[src/logic/pluPkg.sv]
/*
  Frame lane package
  Lane and word widths, preamble stretch length, extender FIFO sizing
  and the state codes shared by the handshake FSMs
*/
package pluPkg;

  // Lane symbol and transfer word
  localparam int BYTE_W = 8;
  localparam int WORD_W = 32;
  localparam int BYTES_PER_WORD = 4;
  localparam int BYTE_IDX_W = 2;

  // Number of copies of the first frame byte on the lane
  localparam int PREAMBLE_LEN = 8;
  localparam int PREAMBLE_CNT_W = 3;

  // Extender FIFO
  localparam int FIFO_DEPTH = 16;
  localparam int FIFO_CNT_W = 5;

  // Four-phase handshake FSM states
  localparam int HS_STATE_W = 2;
  localparam logic [HS_STATE_W-1:0] HS_IDLE = 2'd0;
  localparam logic [HS_STATE_W-1:0] HS_LOAD = 2'd1;
  localparam logic [HS_STATE_W-1:0] HS_ACK = 2'd2;
  localparam logic [HS_STATE_W-1:0] HS_RELEASE = 2'd3;

endpackage
[src/logic/byteStreamIf.sv]
/*
  Byte stream interface
  One lane symbol per cycle while valid is high, no back-pressure
*/
`timescale 1ns/1ps

interface byteStreamIf #(
  parameter int DATA_W = pluPkg::BYTE_W
);

  logic              valid;
  logic [DATA_W-1:0] data;
  // Frame markers, only meaningful with valid
  logic              sof;
  logic              eof;

  modport src (output valid, output data, output sof, output eof);

  modport dst (input valid, input data, input sof, input eof);

endinterface

[src/logic/pluLane.sv]
/*
  Physical layer frame lane
  Transmit path from req/ack words to stretched lane bytes, receive
  path from lane bytes back to req/ack words
*/
`timescale 1ns/1ps

module pluLane (
  input  logic                      clk,
  input  logic                      reset,
  input  logic                      txReq,
  input  logic                      txLast,
  input  logic [pluPkg::WORD_W-1:0] txWord,
  output logic                      txAck,
  output logic                      laneValid,
  output logic                      laneSof,
  output logic                      laneEof,
  output logic [pluPkg::BYTE_W-1:0] laneData,
  input  logic                      laneInValid,
  input  logic                      laneInSof,
  input  logic                      laneInEof,
  input  logic [pluPkg::BYTE_W-1:0] laneInData,
  output logic                      rxReq,
  output logic                      rxLast,
  output logic                      rxOverrun,
  output logic [pluPkg::WORD_W-1:0] rxWord,
  input  logic                      rxAck
);
  import pluPkg::*;

  logic              load;
  logic              loadLast;
  logic [WORD_W-1:0] loadWord;
  logic              serIdle;
  logic              wordDone;
  logic              doneLast;
  logic [WORD_W-1:0] doneWord;

  byteStreamIf serStream ();

  frameControl u_frameControl (
    .clk       (clk),
    .reset     (reset),
    .txReq     (txReq),
    .txLast    (txLast),
    .txWord    (txWord),
    .txAck     (txAck),
    .serIdle   (serIdle),
    .load      (load),
    .loadLast  (loadLast),
    .loadWord  (loadWord),
    .wordDone  (wordDone),
    .doneLast  (doneLast),
    .doneWord  (doneWord),
    .rxAck     (rxAck),
    .rxReq     (rxReq),
    .rxLast    (rxLast),
    .rxOverrun (rxOverrun),
    .rxWord    (rxWord)
  );

  // Transmit datapath
  wordSerializer u_wordSerializer (
    .clk      (clk),
    .reset    (reset),
    .load     (load),
    .loadLast (loadLast),
    .loadWord (loadWord),
    .serIdle  (serIdle),
    .out      (serStream.src)
  );

  preambleExtender u_preambleExtender (
    .clk       (clk),
    .reset     (reset),
    .in        (serStream.dst),
    .laneValid (laneValid),
    .laneSof   (laneSof),
    .laneEof   (laneEof),
    .laneData  (laneData)
  );

  // Receive datapath
  wordAssembler u_wordAssembler (
    .clk         (clk),
    .reset       (reset),
    .laneInValid (laneInValid),
    .laneInSof   (laneInSof),
    .laneInEof   (laneInEof),
    .laneInData  (laneInData),
    .wordDone    (wordDone),
    .doneLast    (doneLast),
    .doneWord    (doneWord)
  );

endmodule

[src/logic/wordAssembler.sv]
/*
  Word assembler
  Drops the repeated frame-start copies from the lane and packs the
  remaining bytes into words, most significant first
*/
`timescale 1ns/1ps

module wordAssembler (
  input  logic                      clk,
  input  logic                      reset,
  input  logic                      laneInValid,
  input  logic                      laneInSof,
  input  logic                      laneInEof,
  input  logic [pluPkg::BYTE_W-1:0] laneInData,
  output logic                      wordDone,
  output logic                      doneLast,
  output logic [pluPkg::WORD_W-1:0] doneWord
);
  import pluPkg::*;

  logic [WORD_W-1:0]         shiftReg;
  logic [PREAMBLE_CNT_W-1:0] skipCnt;
  logic [BYTE_IDX_W-1:0]     byteIdx;
  logic                      inFrame;
  logic                      takeByte;

  // The sof copy is data byte 3, the repeats after it are skipped
  assign takeByte = laneInValid && (laneInSof || (inFrame && (skipCnt == '0)));
  assign doneWord = shiftReg;

  always_ff @(posedge clk)
  begin
    if (takeByte)
      shiftReg <= {shiftReg[WORD_W-BYTE_W-1:0], laneInData};
  end

  always_ff @(posedge clk or posedge reset)
  begin
    if (reset)
    begin
      inFrame <= 1'b0;
      skipCnt <= '0;
      byteIdx <= '0;
      wordDone <= 1'b0;
      doneLast <= 1'b0;
    end
    else
    begin
      wordDone <= 1'b0;
      if (laneInValid && laneInSof)
      begin
        inFrame <= 1'b1;
        skipCnt <= PREAMBLE_CNT_W'(PREAMBLE_LEN - 1);
        byteIdx <= BYTE_IDX_W'(1);
      end
      else if (laneInValid && inFrame && (skipCnt != '0))
      begin
        skipCnt <= skipCnt - 1'b1;
      end
      else if (takeByte)
      begin
        byteIdx <= byteIdx + 1'b1;
        if (byteIdx == BYTE_IDX_W'(BYTES_PER_WORD - 1))
        begin
          wordDone <= 1'b1;
          doneLast <= laneInEof;
          // Frame closed, ignore lane until the next sof
          if (laneInEof)
            inFrame <= 1'b0;
        end
      end
    end
  end

endmodule

[src/logic/preambleExtender.sv]
/*
  Preamble extender
  Buffers serializer bytes and stretches each frame start so the first
  byte goes out PREAMBLE_LEN times, sof on the first copy only
*/
`timescale 1ns/1ps

module preambleExtender (
  input  logic                      clk,
  input  logic                      reset,
  byteStreamIf.dst                  in,
  output logic                      laneValid,
  output logic                      laneSof,
  output logic                      laneEof,
  output logic [pluPkg::BYTE_W-1:0] laneData
);
  import pluPkg::*;

  logic [BYTE_W-1:0]         headData;
  logic                      headSof;
  logic                      headEof;
  logic                      empty;
  logic                      pop;
  // Copies of the current sof head already sent
  logic [PREAMBLE_CNT_W-1:0] repCnt;
  logic                      lastCopy;

  symbolFifo u_symbolFifo (
    .clk      (clk),
    .reset    (reset),
    .push     (in.valid),
    .pushData (in.data),
    .pushSof  (in.sof),
    .pushEof  (in.eof),
    .pop      (pop),
    .headData (headData),
    .headSof  (headSof),
    .headEof  (headEof),
    .empty    (empty)
  );

  assign lastCopy = (repCnt == PREAMBLE_CNT_W'(PREAMBLE_LEN - 1));

  // A sof head stays in place until its last copy goes out
  assign pop = !empty && (!headSof || lastCopy);

  always_ff @(posedge clk or posedge reset)
  begin
    if (reset)
    begin
      laneValid <= 1'b0;
      laneSof <= 1'b0;
      laneEof <= 1'b0;
      repCnt <= '0;
    end
    else
    begin
      laneValid <= !empty;
      laneSof <= !empty && headSof && (repCnt == '0);
      laneEof <= pop && headEof;
      if (!empty && headSof)
        repCnt <= lastCopy ? '0 : repCnt + 1'b1;
    end
  end

  always_ff @(posedge clk)
  begin
    if (!empty)
      laneData <= headData;
  end

endmodule

[src/logic/symbolFifo.sv]
/*
  Symbol FIFO
  Synchronous FIFO of lane bytes with their sof/eof markers,
  head visible combinationally
*/
`timescale 1ns/1ps

module symbolFifo #(
  parameter int DEPTH = pluPkg::FIFO_DEPTH,
  parameter int CNT_W = pluPkg::FIFO_CNT_W
) (
  input  logic                      clk,
  input  logic                      reset,
  input  logic                      push,
  input  logic [pluPkg::BYTE_W-1:0] pushData,
  input  logic                      pushSof,
  input  logic                      pushEof,
  input  logic                      pop,
  output logic [pluPkg::BYTE_W-1:0] headData,
  output logic                      headSof,
  output logic                      headEof,
  output logic                      empty
);
  import pluPkg::*;

  // Entry layout is {sof, eof, data}
  logic [BYTE_W+1:0] mem [DEPTH];
  logic [CNT_W-2:0]  wrPtr;
  logic [CNT_W-2:0]  rdPtr;
  logic [CNT_W-1:0]  count;
  logic              doPush;
  logic              doPop;

  assign empty = (count == '0);
  assign doPush = push && (count != CNT_W'(DEPTH));
  assign doPop = pop && !empty;
  assign {headSof, headEof, headData} = mem[rdPtr];

  always_ff @(posedge clk)
  begin
    if (doPush)
      mem[wrPtr] <= {pushSof, pushEof, pushData};
  end

  // Pointers wrap on their own since DEPTH is a power of two
  always_ff @(posedge clk or posedge reset)
  begin
    if (reset)
    begin
      wrPtr <= '0;
      rdPtr <= '0;
      count <= '0;
    end
    else
    begin
      if (doPush)
        wrPtr <= wrPtr + 1'b1;
      if (doPop)
        rdPtr <= rdPtr + 1'b1;
      count <= count + CNT_W'(doPush) - CNT_W'(doPop);
    end
  end

endmodule

[src/logic/wordSerializer.sv]
/*
  Word serializer
  Sends a loaded word as bytes, most significant first, one per cycle,
  with sof on the first byte of a frame and eof on the last
*/
`timescale 1ns/1ps

module wordSerializer (
  input  logic                      clk,
  input  logic                      reset,
  input  logic                      load,
  input  logic                      loadLast,
  input  logic [pluPkg::WORD_W-1:0] loadWord,
  output logic                      serIdle,
  byteStreamIf.src                  out
);
  import pluPkg::*;

  logic [WORD_W-1:0]     shiftReg;
  logic [BYTE_IDX_W-1:0] byteIdx;
  logic                  busy;
  logic                  lastWord;
  // Next byte 0 opens a new frame
  logic                  frameStart;
  logic                  lastByte;

  assign lastByte = (byteIdx == BYTE_IDX_W'(BYTES_PER_WORD - 1));
  assign serIdle = !busy;

  assign out.valid = busy;
  assign out.data = shiftReg[WORD_W-1 -: BYTE_W];
  assign out.sof = busy && frameStart && (byteIdx == '0);
  assign out.eof = busy && lastWord && lastByte;

  always_ff @(posedge clk)
  begin
    if (load)
      shiftReg <= loadWord;
    else if (busy)
      shiftReg <= shiftReg << BYTE_W;
  end

  always_ff @(posedge clk or posedge reset)
  begin
    if (reset)
    begin
      busy <= 1'b0;
      byteIdx <= '0;
      lastWord <= 1'b0;
      frameStart <= 1'b1;
    end
    else if (load)
    begin
      busy <= 1'b1;
      byteIdx <= '0;
      lastWord <= loadLast;
    end
    else if (busy)
    begin
      byteIdx <= byteIdx + 1'b1;
      if (byteIdx == '0)
        frameStart <= 1'b0;
      if (lastByte)
      begin
        busy <= 1'b0;
        frameStart <= lastWord;
      end
    end
  end

endmodule

[src/logic/frameControl.sv]
/*
  Frame control
  Transmit and receive four-phase req/ack FSMs, receive word register
  and the sticky overrun flag
*/
`timescale 1ns/1ps

module frameControl (
  input  logic                      clk,
  input  logic                      reset,
  input  logic                      txReq,
  input  logic                      txLast,
  input  logic [pluPkg::WORD_W-1:0] txWord,
  output logic                      txAck,
  input  logic                      serIdle,
  output logic                      load,
  output logic                      loadLast,
  output logic [pluPkg::WORD_W-1:0] loadWord,
  input  logic                      wordDone,
  input  logic                      doneLast,
  input  logic [pluPkg::WORD_W-1:0] doneWord,
  input  logic                      rxAck,
  output logic                      rxReq,
  output logic                      rxLast,
  output logic                      rxOverrun,
  output logic [pluPkg::WORD_W-1:0] rxWord
);
  import pluPkg::*;

  logic [HS_STATE_W-1:0] txState;
  logic [HS_STATE_W-1:0] rxState;
  logic                  rxCapture;

  // Source holds word and last flag stable while txReq is up
  assign loadWord = txWord;
  assign loadLast = txLast;
  assign load = (txState == HS_LOAD);
  assign txAck = (txState == HS_ACK);

  assign rxReq = (rxState == HS_ACK);
  assign rxCapture = wordDone && (rxState == HS_IDLE);

  // Transmit side: wait for req and an idle serializer, load, ack, release
  always_ff @(posedge clk or posedge reset)
  begin
    if (reset)
    begin
      txState <= HS_IDLE;
    end
    else
    begin
      case (txState)
        HS_IDLE:    if (txReq && serIdle) txState <= HS_LOAD;
        HS_LOAD:    txState <= HS_ACK;
        HS_ACK:     if (!txReq) txState <= HS_RELEASE;
        HS_RELEASE: txState <= HS_IDLE;
        default:    txState <= HS_IDLE;
      endcase
    end
  end

  // Receive side, LOAD gives the word one cycle of setup before rxReq
  always_ff @(posedge clk or posedge reset)
  begin
    if (reset)
    begin
      rxState <= HS_IDLE;
      rxOverrun <= 1'b0;
    end
    else
    begin
      case (rxState)
        HS_IDLE:    if (wordDone) rxState <= HS_LOAD;
        HS_LOAD:    rxState <= HS_ACK;
        HS_ACK:     if (rxAck) rxState <= HS_RELEASE;
        HS_RELEASE: if (!rxAck) rxState <= HS_IDLE;
        default:    rxState <= HS_IDLE;
      endcase
      // Word completed while the sink still owns the previous one
      if (wordDone && (rxState != HS_IDLE))
        rxOverrun <= 1'b1;
    end
  end

  always_ff @(posedge clk)
  begin
    if (rxCapture)
    begin
      rxWord <= doneWord;
      rxLast <= doneLast;
    end
  end

endmodule

[config.mk]
export PLATFORM = sky130hd
export DESIGN_NAME = pluLane
export DESIGN_NICKNAME = d
export VERILOG_FILES = /design/src/logic/pluPkg.sv /design/src/logic/byteStreamIf.sv /design/src/logic/pluLane.sv /design/src/logic/wordAssembler.sv /design/src/logic/preambleExtender.sv /design/src/logic/symbolFifo.sv /design/src/logic/wordSerializer.sv /design/src/logic/frameControl.sv
export SDC_FILE = /design/constraint.sdc
export NUM_CORES = 1
export LEC_CHECK = 0
export BUFFER_PORTS_ARGS = -buffer_cell sky130_fd_sc_hd__buf_2
export CAP_MARGIN = 20
export CORE_AREA = 2 2 168 129
export CTS_CLUSTER_SIZE = 8
export DETAILED_ROUTE_END_ITERATION = 12
export DIE_AREA = 0 0 170 131
export PLACE_DENSITY = 0.79
export SYNTH_ARGS = -nofsm -noshare
export SYNTH_HDL_FRONTEND = slang
export SYNTH_HIERARCHICAL = 1
export SYNTH_SLANG_ARGS = --single-unit
export TNS_END_PERCENT = 20
[constraint.sdc]
create_clock -name clk -period 4.3 [get_ports clk]
set_clock_uncertainty 0.05 [all_clocks]
set_input_delay 1.29 -clock clk [delete_from_list [all_inputs] [get_ports clk]]
set_output_delay 1.29 -clock clk [all_outputs]
set_load 0.05 [all_outputs]
=== Yosys cells after proc, flatten, opt, wreduce, memory -nomap -nowiden ===
Memory sizes are Yosys's and may differ from the RTL's.
Cells that the tools add are included.

* Bits in registers: 142
* RAM bits: 160
* Bits of input ports: 48
* Output and inout bits: 47
* Word-level logic and storage cells: 128
* Memories: 1

* Add/sub/neg operators: 8
* Equality and inequality tests: 16
* Mux-type cells: 33
* Bitwise gates (word level): 3
* Reductions and logical operators: 43

{| class="wikitable"
|+ Memory list
! memory !! depth !! width !! rd ports !! clocked after Yosys merged registers in !! write ports !! RTL line !! text
|-
| u_preambleExtender.u_symbolFifo.mem || 16 || 10 || 1 || 0 || 1 || symbolFifo.sv:27 || <nowiki>logic [BYTE_W+1:0] mem [DEPTH];</nowiki>
|}

{| class="wikitable"
|+ Operators with widths
! operator !! count
|-
| 32-bit 2-to-1 mux || 2
|-
| 2-bit 2-to-1 mux || 10
|-
| 1-bit logical AND || 18
|-
| 1-bit 2-to-1 mux || 16
|-
| 2-bit one-hot mux with 4 select lines || 2
|-
| 2-bit nonzero test || 7
|-
| 2-bit equality test, second input constant || 6
|-
| 3-bit 2-to-1 mux || 3
|-
| 4-bit by 1-bit adder with 4-bit output, second input constant || 2
|-
| 2-bit by 1-bit != test with 1-bit output, second input constant || 4
|-
| 4-bit AND reduction || 2
|-
| 2-bit logical NOT || 3
|-
| 3-bit logical NOT || 2
|-
| 3-bit AND reduction || 2
|-
| 5-bit by 1-bit adder with 5-bit output || 1
|-
| 5-bit logical NOT || 1
|-
| 5-bit != test, second input constant || 1
|-
| 5-bit by 1-bit subtractor with 5-bit output || 1
|-
| 2-bit by 1-bit adder with 2-bit output, second input constant || 2
|-
| 2-bit by 1-bit equality test with 1-bit output, second input constant || 2
|-
| 2-bit != test, second input constant || 2
|-
| 2-bit AND reduction || 2
|-
| 3-bit by 1-bit adder with 3-bit output, second input constant || 1
|-
| 3-bit equality test, second input constant || 1
|-
| 5 further kinds || 10
|}

=== Depth between registers and ports, before layout ===
Gate-level depths: netlist (run 1).

* Depth in word-level cells: 7
* Depth in mapped cells: 18
* Mapped depth without buffers: 15

=== Cells and area by module ===
The synthesis (run 1) kept the hierarchy.

{| class="wikitable"
|+ Modules (own cells, without submodules)
! module !! times used !! cells an instance !! area each (µm²) !! sequential area each (µm²)
|-
| symbolFifo || 1 || 377 || 6,993.0 || 5,129.9
|-
| wordSerializer || 1 || 100 || 1,659.1 || 1,087.3
|-
| frameControl || 1 || 96 || 1,585.3 || 1,116.1
|-
| wordAssembler || 1 || 72 || 1,396.3 || 1,161.1
|-
| preambleExtender || 1 || 31 || 535.5 || 390.4
|}

=== Worst setup path before layout (run 1) ===
OpenSTA, ideal clock, no wires.

* Path type: register to register
* From: reg u_preambleExtender.u_symbolFifo.rdPtr[0]
* To: reg u_preambleExtender.u_symbolFifo.count[4]
* Setup time: 80 ps
* Arrival: 3,070 ps
* Required time: 4,170 ps
* Path slack: 1,100 ps
* Cell stages (with the launch flop): 18
* Path buffers: 3
* Path through: dfrtp_1 buf_6 buf_6 mux4_2 a22oi_1 nand2_1 a21oi_1 nor2b_1 clkbuf_1 ha_1 inv_1 ha_1 inv_1 fa_1 inv_1 a21oi_1 o21bai_1 xnor2_1

* Word-level cells in the longest chain between the ends: 6

{| class="wikitable"
|+ Ends and longest elaborated chain
! what !! RTL line !! text
|-
| start: declaration || symbolFifo.sv:29 || <nowiki>logic [CNT_W-2:0] rdPtr;</nowiki>
|-
| start signal: assignment || symbolFifo.sv:59 || <nowiki>rdPtr <= rdPtr + 1'b1;</nowiki>
|-
| memory read 16 x 10 bit || - ||
|-
| named net u_preambleExtender.headSof || preambleExtender.sv:20 || <nowiki>logic headSof;</nowiki>
|-
| 1-bit logical NOT || preambleExtender.sv:45 || <nowiki>assign pop = !empty && (!headSof || lastCopy);</nowiki>
|-
| 1-bit logical OR || preambleExtender.sv:45 ||
|-
| 1-bit logical AND || preambleExtender.sv:45 ||
|-
| named net u_preambleExtender.pop || preambleExtender.sv:23 || <nowiki>logic pop;</nowiki>
|-
| 1-bit logical AND || symbolFifo.sv:36 || <nowiki>assign doPop = pop && !empty;</nowiki>
|-
| named net u_preambleExtender.u_symbolFifo.doPop || symbolFifo.sv:32 || <nowiki>logic doPop;</nowiki>
|-
| 5-bit by 1-bit subtractor with 5-bit output || symbolFifo.sv:60 || <nowiki>count <= count + CNT_W'(doPush) - CNT_W'(doPop);</nowiki>
|-
| end signal: assignment || symbolFifo.sv:60 ||
|-
| end: declaration || symbolFifo.sv:30 || <nowiki>logic [CNT_W-1:0] count;</nowiki>
|}

The timed path passes the listed nets, and every way through them passes these cells.
A chain may end at the register's enable or synchronous reset.

=== Worst setup path in the final report (run 1) ===
* From: reg u_preambleExtender.u_symbolFifo.rdPtr[2]
* To: reg u_preambleExtender.u_symbolFifo.count[4]

* Word-level cells in the longest chain between the ends: 6

{| class="wikitable"
|+ Ends and longest elaborated chain
! what !! RTL line
|-
| memory read 16 x 10 bit || -
|-
| named net u_preambleExtender.headSof || preambleExtender.sv:20
|-
| 1-bit logical NOT || preambleExtender.sv:45
|-
| 1-bit logical OR || preambleExtender.sv:45
|-
| 1-bit logical AND || preambleExtender.sv:45
|-
| named net u_preambleExtender.pop || preambleExtender.sv:23
|-
| 1-bit logical AND || symbolFifo.sv:36
|-
| 5-bit by 1-bit subtractor with 5-bit output || symbolFifo.sv:60
|}

The timed path passes the listed nets, and every way through them passes these cells.

==> results by group, run 1 <==
Timing
  – Hold WS: 0.366 ns
  – Unrepaired setup endpoints after global routing: false
  – Tcrit/Tclk final: 86.9%
  – Final hold viol count: 0
  – Worst-Margin Slew: 1.16 ns
  – Final setup viols: 0
  – Fmax: 0.268 GHz
  – Fin crit period: 3.74 ns
  – Slew HR: 22.0%
  – Setup total negative slack: 0 ns
  – Slew Viols, Final: 0

Cells and area
  – Fin cells: 1045
  – Total Nets Final: 840
  – Layout cells sized above 1: 28.9%
  – Final core occ: 67.0%
  – Synthesis-to-finish area growth: 14.1%
  – Ant. Diodes: 0
  – Commonest non-fill, non-tap cell in the layout: edfxtp_1
  – Most frequent cells in the layout: edfxtp_1 (265), buf_2 (94), clkbuf_16 (45)

Floorplanning
  – Width of the die: 170 um
  – Io pins: 95
  – Die area: 22300 sq um
  – Site Rows: 46
  – Initial Util: 58.7%
  – Core footprint: 20700 sq um
  – DIE HEIGHT: 131 um

Setup path
  – Setup CP Type: register to register
  – Crit-path slowest cell: dfrtp_1
  – CP Cell Sequence: nor2b_1, a221oi_1, a22oi_1, nand2_1, a21oi_1, nor2b_1, ha_1, inv_1, ha_1, inv_1, fa_1, inv_1, a21oi_1, o21bai_1, xnor2_1
  – R2R depth: 15
  – Largest delay share family, worst path: simple AND/OR/NAND/NOR gates
  – CP Depth: 15
  – Most frequent cell on the critical path: inv_1
  – CP endpoint kind: register
  – Bufs and invs on worst path: 3
  – Crit path DAT: 4.10 ns
  – Delay of the slowest critical-path stage: 0.65 ns
  – CP Max Fanout: 13
  – Critical Path RT: 4.67 ns
  – Crit path launch type: register

CTS
  – Post-CTS Setup Bufs: 0
  – H-tree level count: 2
  – Root buf cell: clkbuf_16
  – CTS sink cnt: 302
  – Clock Tree Buf Depth: 3
  – Worst-Skew Late Latency: 0.51 ns
  – CTS tree: done
  – Num CTS Buffers: 43
  – Post-CTS sizing: 0
  – Clk slew on worst S/H paths: 0.05 ns
  – Hold-fix buffer count after cts: 0

Placed design
  – Dpl hpwl: 14300 um
  – GPL Wtd Cong: 0.787
  – DP Cell Count: 983
  – IO buf count: 94

Routing
  – Antenna viol nets, final: 0
  – DRC Markers: 0
  – Via density: 5.93
  – Wire length per cell: 22.2 um
  – Vias post-DR: 6202
  – DRT iter0 DRCs: 593
  – Total Wirelength: 23200 um
  – Pre-antenna DRT Iters: 5

Global routing
  – Grt total ovfl: 0
  – Global-route wire length before repair: 35200 um
  – Antenna violations before repair: 1
  – Vias in the first global route: 6449
  – Largest net degree at the start of global routing: 49
  – GR Util All Layers: 21.3%

Synth
  – Synth warn: 6
  – Leading area contributor after synthesis: edfxtp_1
  – Synth area leaders: edfxtp_1 (65%), dfrtp_1 (7.4%), mux4_2 (3.7%)
  – Fraction of registers with async set/reset: 12.3%
  – Cell count after synthesis: 676
  – Ys flop type: edfxtp_1
  – Post-Synthesis Cell Area: 12200 sq um
  – Share of the synthesized area in the top cell type: 65.4%
  – Register area share after synthesis: 73.0%
  – Post-synthesis average cell area: 18.0 sq um
  – Mapped Nets: 752
  – Number of synthesized flops with an enable pin: 265
  – #FFs+latches synth: 302
  – Cell variety after synth: 55

Job
  – Max Cap Violations: 0

Power and ir drop
  – Part of the power in combinational logic: 27.7%
  – Internal: 7.25 mW
  – Switching part of the total power: 31.3%
  – Static leakage: 5.25 nW
  – P_sw: 3.30 mW
  – Clock power share: 28.3%
  – PwrDens: 760 nW/um^2
  – Seq pwr share: 44.0%
  – Maximum VDD drop: 436 uV

Outcome
  – Status: complete, no violations

Hold path
  – Hold Crit Depth: 0
  – Hold Path Class: register to register
synth_stat cells, types with 2 or more instances:
cell,number
o21ai_0,12
a211oi_1,3
mux2_4,13
edfxtp_1,265
mux2i_1,44
buf_6,7
a221oi_1,18
a21o_1,2
o21bai_1,2
a22oi_1,10
xor2_1,3
mux2_2,18
a221oi_2,2
and2_1,19
nor2b_4,2
mux4_2,20
ha_1,27
nand3_1,4
nor3b_2,2
nor2b_1,2
nor2_1,13
nor4_1,4
buf_2,3
a21oi_1,6
buf_4,44
clkbuf_1,10
inv_1,36
xnor2_1,8
a311oi_1,3
nand2_1,14
dfrtp_1,36
power by group through the flow:
| stage | registers, mW | clock network [mW] | logic, mW |
|---|---|---|---|
| floorplan | 4.51 | 0 | 2.27 |
| global placement | 4.61 | 0 | 2.72 |
| detailed placement | 4.69 | 0 | 2.88 |
| CTS | 4.64 | 3.04 | 2.92 |
| global route | 4.73 | 3.16 | 3.15 |
| finish | 4.64 | 2.98 | 2.93 |
cell type report:
class / count / area [sq um]
timing repair buffer: 108 / 591
tap: 264 / 330
multi-input combinational: 271 / 2740
clock buffer: 62 / 1200
inverter: 38 / 143
sequential: 302 / 8890
fill: 1331 / 6830
final timing paths:
kind	startpoint	end	slack [ns]
hold / removal	u_wordAssembler/doneWord[24]	u_frameControl/rxWord[24]	0.37
hold reg to reg	u_wordAssembler/doneWord[24]	u_frameControl/rxWord[24]	0.37
setup / recovery	u_preambleExtender/u_symbolFifo/rdPtr[2]	u_preambleExtender/u_symbolFifo/count[4]	0.56
max in group asynchronous	reset	u_preambleExtender/u_symbolFifo/rdPtr[0]	2.96
min in group asynchronous	reset	u_wordSerializer/out.valid	0.67
setup reg to reg	u_preambleExtender/u_symbolFifo/rdPtr[2]	u_preambleExtender/u_symbolFifo/count[4]	0.56
flip-flops by register name, summed over array words and instances, names as in the netlist, 2 cells and up:
register,flops
u_preambleExtender/u_symbolFifo/mem,160
u_frameControl/rxWord,32
u_wordAssembler/doneWord,32
u_wordSerializer/shiftReg,32
u_preambleExtender/laneData,8
u_preambleExtender/u_symbolFifo/count,5
u_preambleExtender/u_symbolFifo/rdPtr,4
u_preambleExtender/u_symbolFifo/wrPtr,4
u_preambleExtender/repCnt,3
u_wordAssembler/skipCnt,3
u_frameControl/rxState,2
u_frameControl/txState,2
u_wordAssembler/byteIdx,2
u_wordSerializer/byteIdx,2
routing by layer:
layer  share of wire (%)  track usage (%)
met1                  40             28.9
met3                 8.9             5.33
met5                   0                0
met4                 1.9             7.14
met2                  49             34.5
per-stage QoR:
step                area [sq um]  worst slack (ns)  power [mW]
global placement           12600             0.882        7.33
CTS                        13900             0.601        10.6
global route               13900             0.262        11.0
detailed placement         12700             0.623        7.57
finish                     13900             0.563        10.6
floorplan                  12200              1.10        6.78
worst reg2reg max path, delay by kind of cell, from the launching register on:
family / cells / cell delay, ns
xor gates and xnor gates: 1 / 0.17
AOI/OAI and AO/OA: 5 / 0.77
DFF: 1 / 0.65
adders and majority gates: 3 / 0.89
buffers and inverters: 3 / 0.21
and+or+nand+nor: 3 / 0.92
kinds of logic (layout without fill, tap and decap cells):
logic type      count (synthesis)  in the layout  share of synthesized area [%]
simple gates                   72             72                           3.58
xor+xnor                       11             11                          0.792
fa+ha+maj                      28             28                           2.94
buf+inv                       103            208                           5.00
flops                         302            302                           73.0
compound gates                 64             64                           4.00
mux                            96             96                           10.7
Note: power is estimated with default switching activity, not from simulation.
==> inputs of run 2 (changes only) <==
--- a/config.mk
+++ b/config.mk
@@ -5,13 +5,14 @@
 export SDC_FILE = /design/constraint.sdc
 export NUM_CORES = 1
 export LEC_CHECK = 0
-export BUFFER_PORTS_ARGS = -buffer_cell sky130_fd_sc_hd__buf_2
 export CAP_MARGIN = 20
-export CORE_AREA = 2 2 168 129
+export CORE_AREA = 2 2 164 126
+export CTS_CLUSTER_DIAMETER = 100
 export CTS_CLUSTER_SIZE = 8
 export DETAILED_ROUTE_END_ITERATION = 12
-export DIE_AREA = 0 0 170 131
-export PLACE_DENSITY = 0.79
+export DIE_AREA = 0 0 166 128
+export DONT_BUFFER_PORTS = 1
+export PLACE_DENSITY = 0.78
 export SYNTH_ARGS = -nofsm -noshare
 export SYNTH_HDL_FRONTEND = slang
 export SYNTH_HIERARCHICAL = 1
==> results by group, run 2 (same netlist as run 1, synthesis figures left out) <==
Hold path
  – Hold Path Class: register to register
  – Worst Hold End: u_frameControl/rxWord[29]
  – Hold path startpoint: u_wordAssembler/doneWord[29]
  – Hold Crit Depth: 0 (unchanged)

CTS
  – H-tree level count: 2 (unchanged)
  – Clock Tree Buf Depth: 3 (unchanged)
  – CTS tree: done
  – Clk slew on worst S/H paths: 0.05 ns (about the same)
  – Worst-Skew Late Latency: 0.51 ns (about the same)
  – Post-CTS Setup Bufs: 0 (unchanged)
  – Root buf cell: clkbuf_16
  – Post-CTS sizing: 0 (unchanged)
  – Hold-fix buffer count after cts: 0 (unchanged)
  – Num CTS Buffers: 43 (unchanged)
  – CTS sink cnt: 302 (unchanged)

Cells and area
  – Largest register FFs: 160 (unchanged)
  – Total Nets Final: 746 (-11%)
  – Synthesis-to-finish area growth: 9.80%
  – Layout cells sized above 1: 18.1% (-11 points)
  – Filler cell count: 1212 (-8.9%)
  – Ant. Diodes: 0 (unchanged)
  – Area of the multi-input gates: 2680 sq um (-2.2%)
  – Most frequent cells in the layout: edfxtp_1 (265), mux2i_1 (44), clkbuf_16 (43)
  – Commonest non-fill, non-tap cell in the layout: edfxtp_1
  – Seq. cell area: 8890 sq um (unchanged)
  – Design area: 13400 sq um (-3.8%)
  – Biggest register: u_preambleExtender/u_symbolFifo/mem

Setup path
  – Critical Path RT: 4.68 ns (about the same)
  – Bufs and invs on worst path: 4 (+1)
  – Setup CP Type: register to register
  – CP endpoint kind: register
  – Most frequent cell on the critical path: inv_1
  – CP Max Fanout: 12 (-1)
  – Worst R2R Start: u_preambleExtender/u_symbolFifo/rdPtr[3]
  – Crit-path slowest cell: dfrtp_1
  – CP Cell Sequence: clkinv_1, a221oi_1, o21ai_0, nand2_1, a21oi_1, nor2b_1, ha_1, inv_1, ha_1, inv_1, fa_1, inv_1, a21oi_1, o21bai_1, xnor2_1
  – R2R Path End: u_preambleExtender/u_symbolFifo/count[4]
  – Delay of the slowest critical-path stage: 0.67 ns (+0.02 ns)
  – R2R depth: 15 (unchanged)
  – Critical path origin: u_preambleExtender/u_symbolFifo/rdPtr[3]
  – Largest delay share family, worst path: adder cells
  – Reg-to-reg slack, setup: 0.55 ns (about the same)
  – Crit path launch type: register
  – Crit path DAT: 4.13 ns (+0.03 ns)

Global routing
  – Most used routing layer: met2
  – Global-route met2 utilization: 32.4% (-2.1 points)
  – Largest net degree at the start of global routing: 45 (-8.2%)
  – Met3 usage: 4.88% (-0.45 points)
  – Antenna violations before repair: 0 (-1)
  – Grt total ovfl: 0 (unchanged)
  – GR Util All Layers: 20.3% (-1.0 points)
  – Met1 Usage GRT: 27.5% (-1.4 points)
  – Vias in the first global route: 6027 (-6.5%)
  – Global-route wire length before repair: 33000 um (-6.3%)

Outcome
  – Status: complete, no violations

Placed design
  – GPL Wtd Cong: 0.848 (+7.7%)
  – IO buf count: 0 (-100%)
  – Dpl hpwl: 13100 um (-8.2%)
  – Placed Area: 12100 sq um (-4.5%)

Timing
  – Fmax: 0.267 GHz (-0.39%)
  – Worst-Margin Slew: 1.07 ns (-0.0957 ns)
  – Setup total negative slack: 0 ns (unchanged)
  – Unrepaired setup endpoints after global routing: false
  – Slew Viols, Final: 0 (unchanged)
  – Final setup viols: 0 (unchanged)
  – Final hold viol count: 0 (unchanged)
  – Tcrit/Tclk final: 87.2% (+0.34 points)
  – Slew HR: 28.7% (+6.7 points)
  – Fin crit period: 3.75 ns (+0.0145 ns)

Routing
  – DRC Markers: 0 (unchanged)
  – DRT iter0 DRCs: 521 (-12%)
  – Antenna viol nets, final: 0 (unchanged)
  – Vias post-DR: 5669 (-8.6%)
  – Total Wirelength: 20800 um (-10%)
  – Via density: 5.90 (-0.60%)
  – Pre-antenna DRT Iters: 5 (unchanged)
  – Wire length per cell: 21.6 um (-2.6%)

Floorplanning
  – Io pins: 95 (unchanged)
  – Site Rows: 45 (-2.2%)
  – Initial Util: 61.6% (+2.8 points)
  – Width of the die: 166 um (-2.4%)
  – Die area: 21200 sq um (-4.6%)
  – DIE HEIGHT: 128 um (-2.3%)
  – Core footprint: 19800 sq um (-4.6%)

Power and ir drop
  – Tot Pwr: 10.4 mW (-1.9%)
  – Static leakage: 4.87 nW (-7.3%)
  – Maximum VDD drop: 548 uV (+26%)
  – PwrDens: 775 nW/um^2 (+2.0%)

Job
  – Max Cap Violations: 0 (unchanged)
## run 2: layout make-up
cell class	count	area share, %
Clock inverter	1	0.0655
Sequential cell	302	66.5
Tap cell	258	2.42
Inverter	38	1.07
Multi-Input combinational cell	271	20.0
Timing Repair Buffer	14	0.815
Clock buffer	77	9.08
## run 2: routing by layer
layer	part of all wire (%)	vias to the layer above
met3	6.7	40
met5	0	-
met2	50	210
li1	-	2537
met1	41	2882
met4	2.2	0
## run 2: how the worst max path moves through the flow
stage	cells past startpoint	endpoint	slack [ns]
after floorplan	17	u_preambleExtender/u_symbolFifo/count[4]	1.10
after global placement	14	u_preambleExtender/u_symbolFifo/count[4]	0.79
after detailed placement	14	u_preambleExtender/u_symbolFifo/count[4]	0.68
after CTS	14	u_preambleExtender/u_symbolFifo/count[4]	0.63
after global routing	15	u_preambleExtender/u_symbolFifo/count[4]	0.33
final	15	u_preambleExtender/u_symbolFifo/count[4]	0.55
## run 2: power by group
part,leakage [nW],internal [mW],total [mW],switching [mW]
logic,1.37,1.14,2.55,1.40
clock network,0.581,1.88,2.99,1.11
registers,2.91,4.15,4.81,0.665
total,4.87,7.17,10.4,3.18
## run 2: per-stage QoR
stage	setup slack [ns]	std cells	hold slack [ns]	utilization, %
2_1_floorplan	1.10	676	0.350	-
3_3_place_gp	0.789	881	0.353	61.3
3_5_place_dp	0.683	881	0.355	61.3
4_1_cts	0.635	959	0.366	67.5
5_1_grt	0.331	961	0.373	67.6
6_report	0.549	961	0.365	67.6
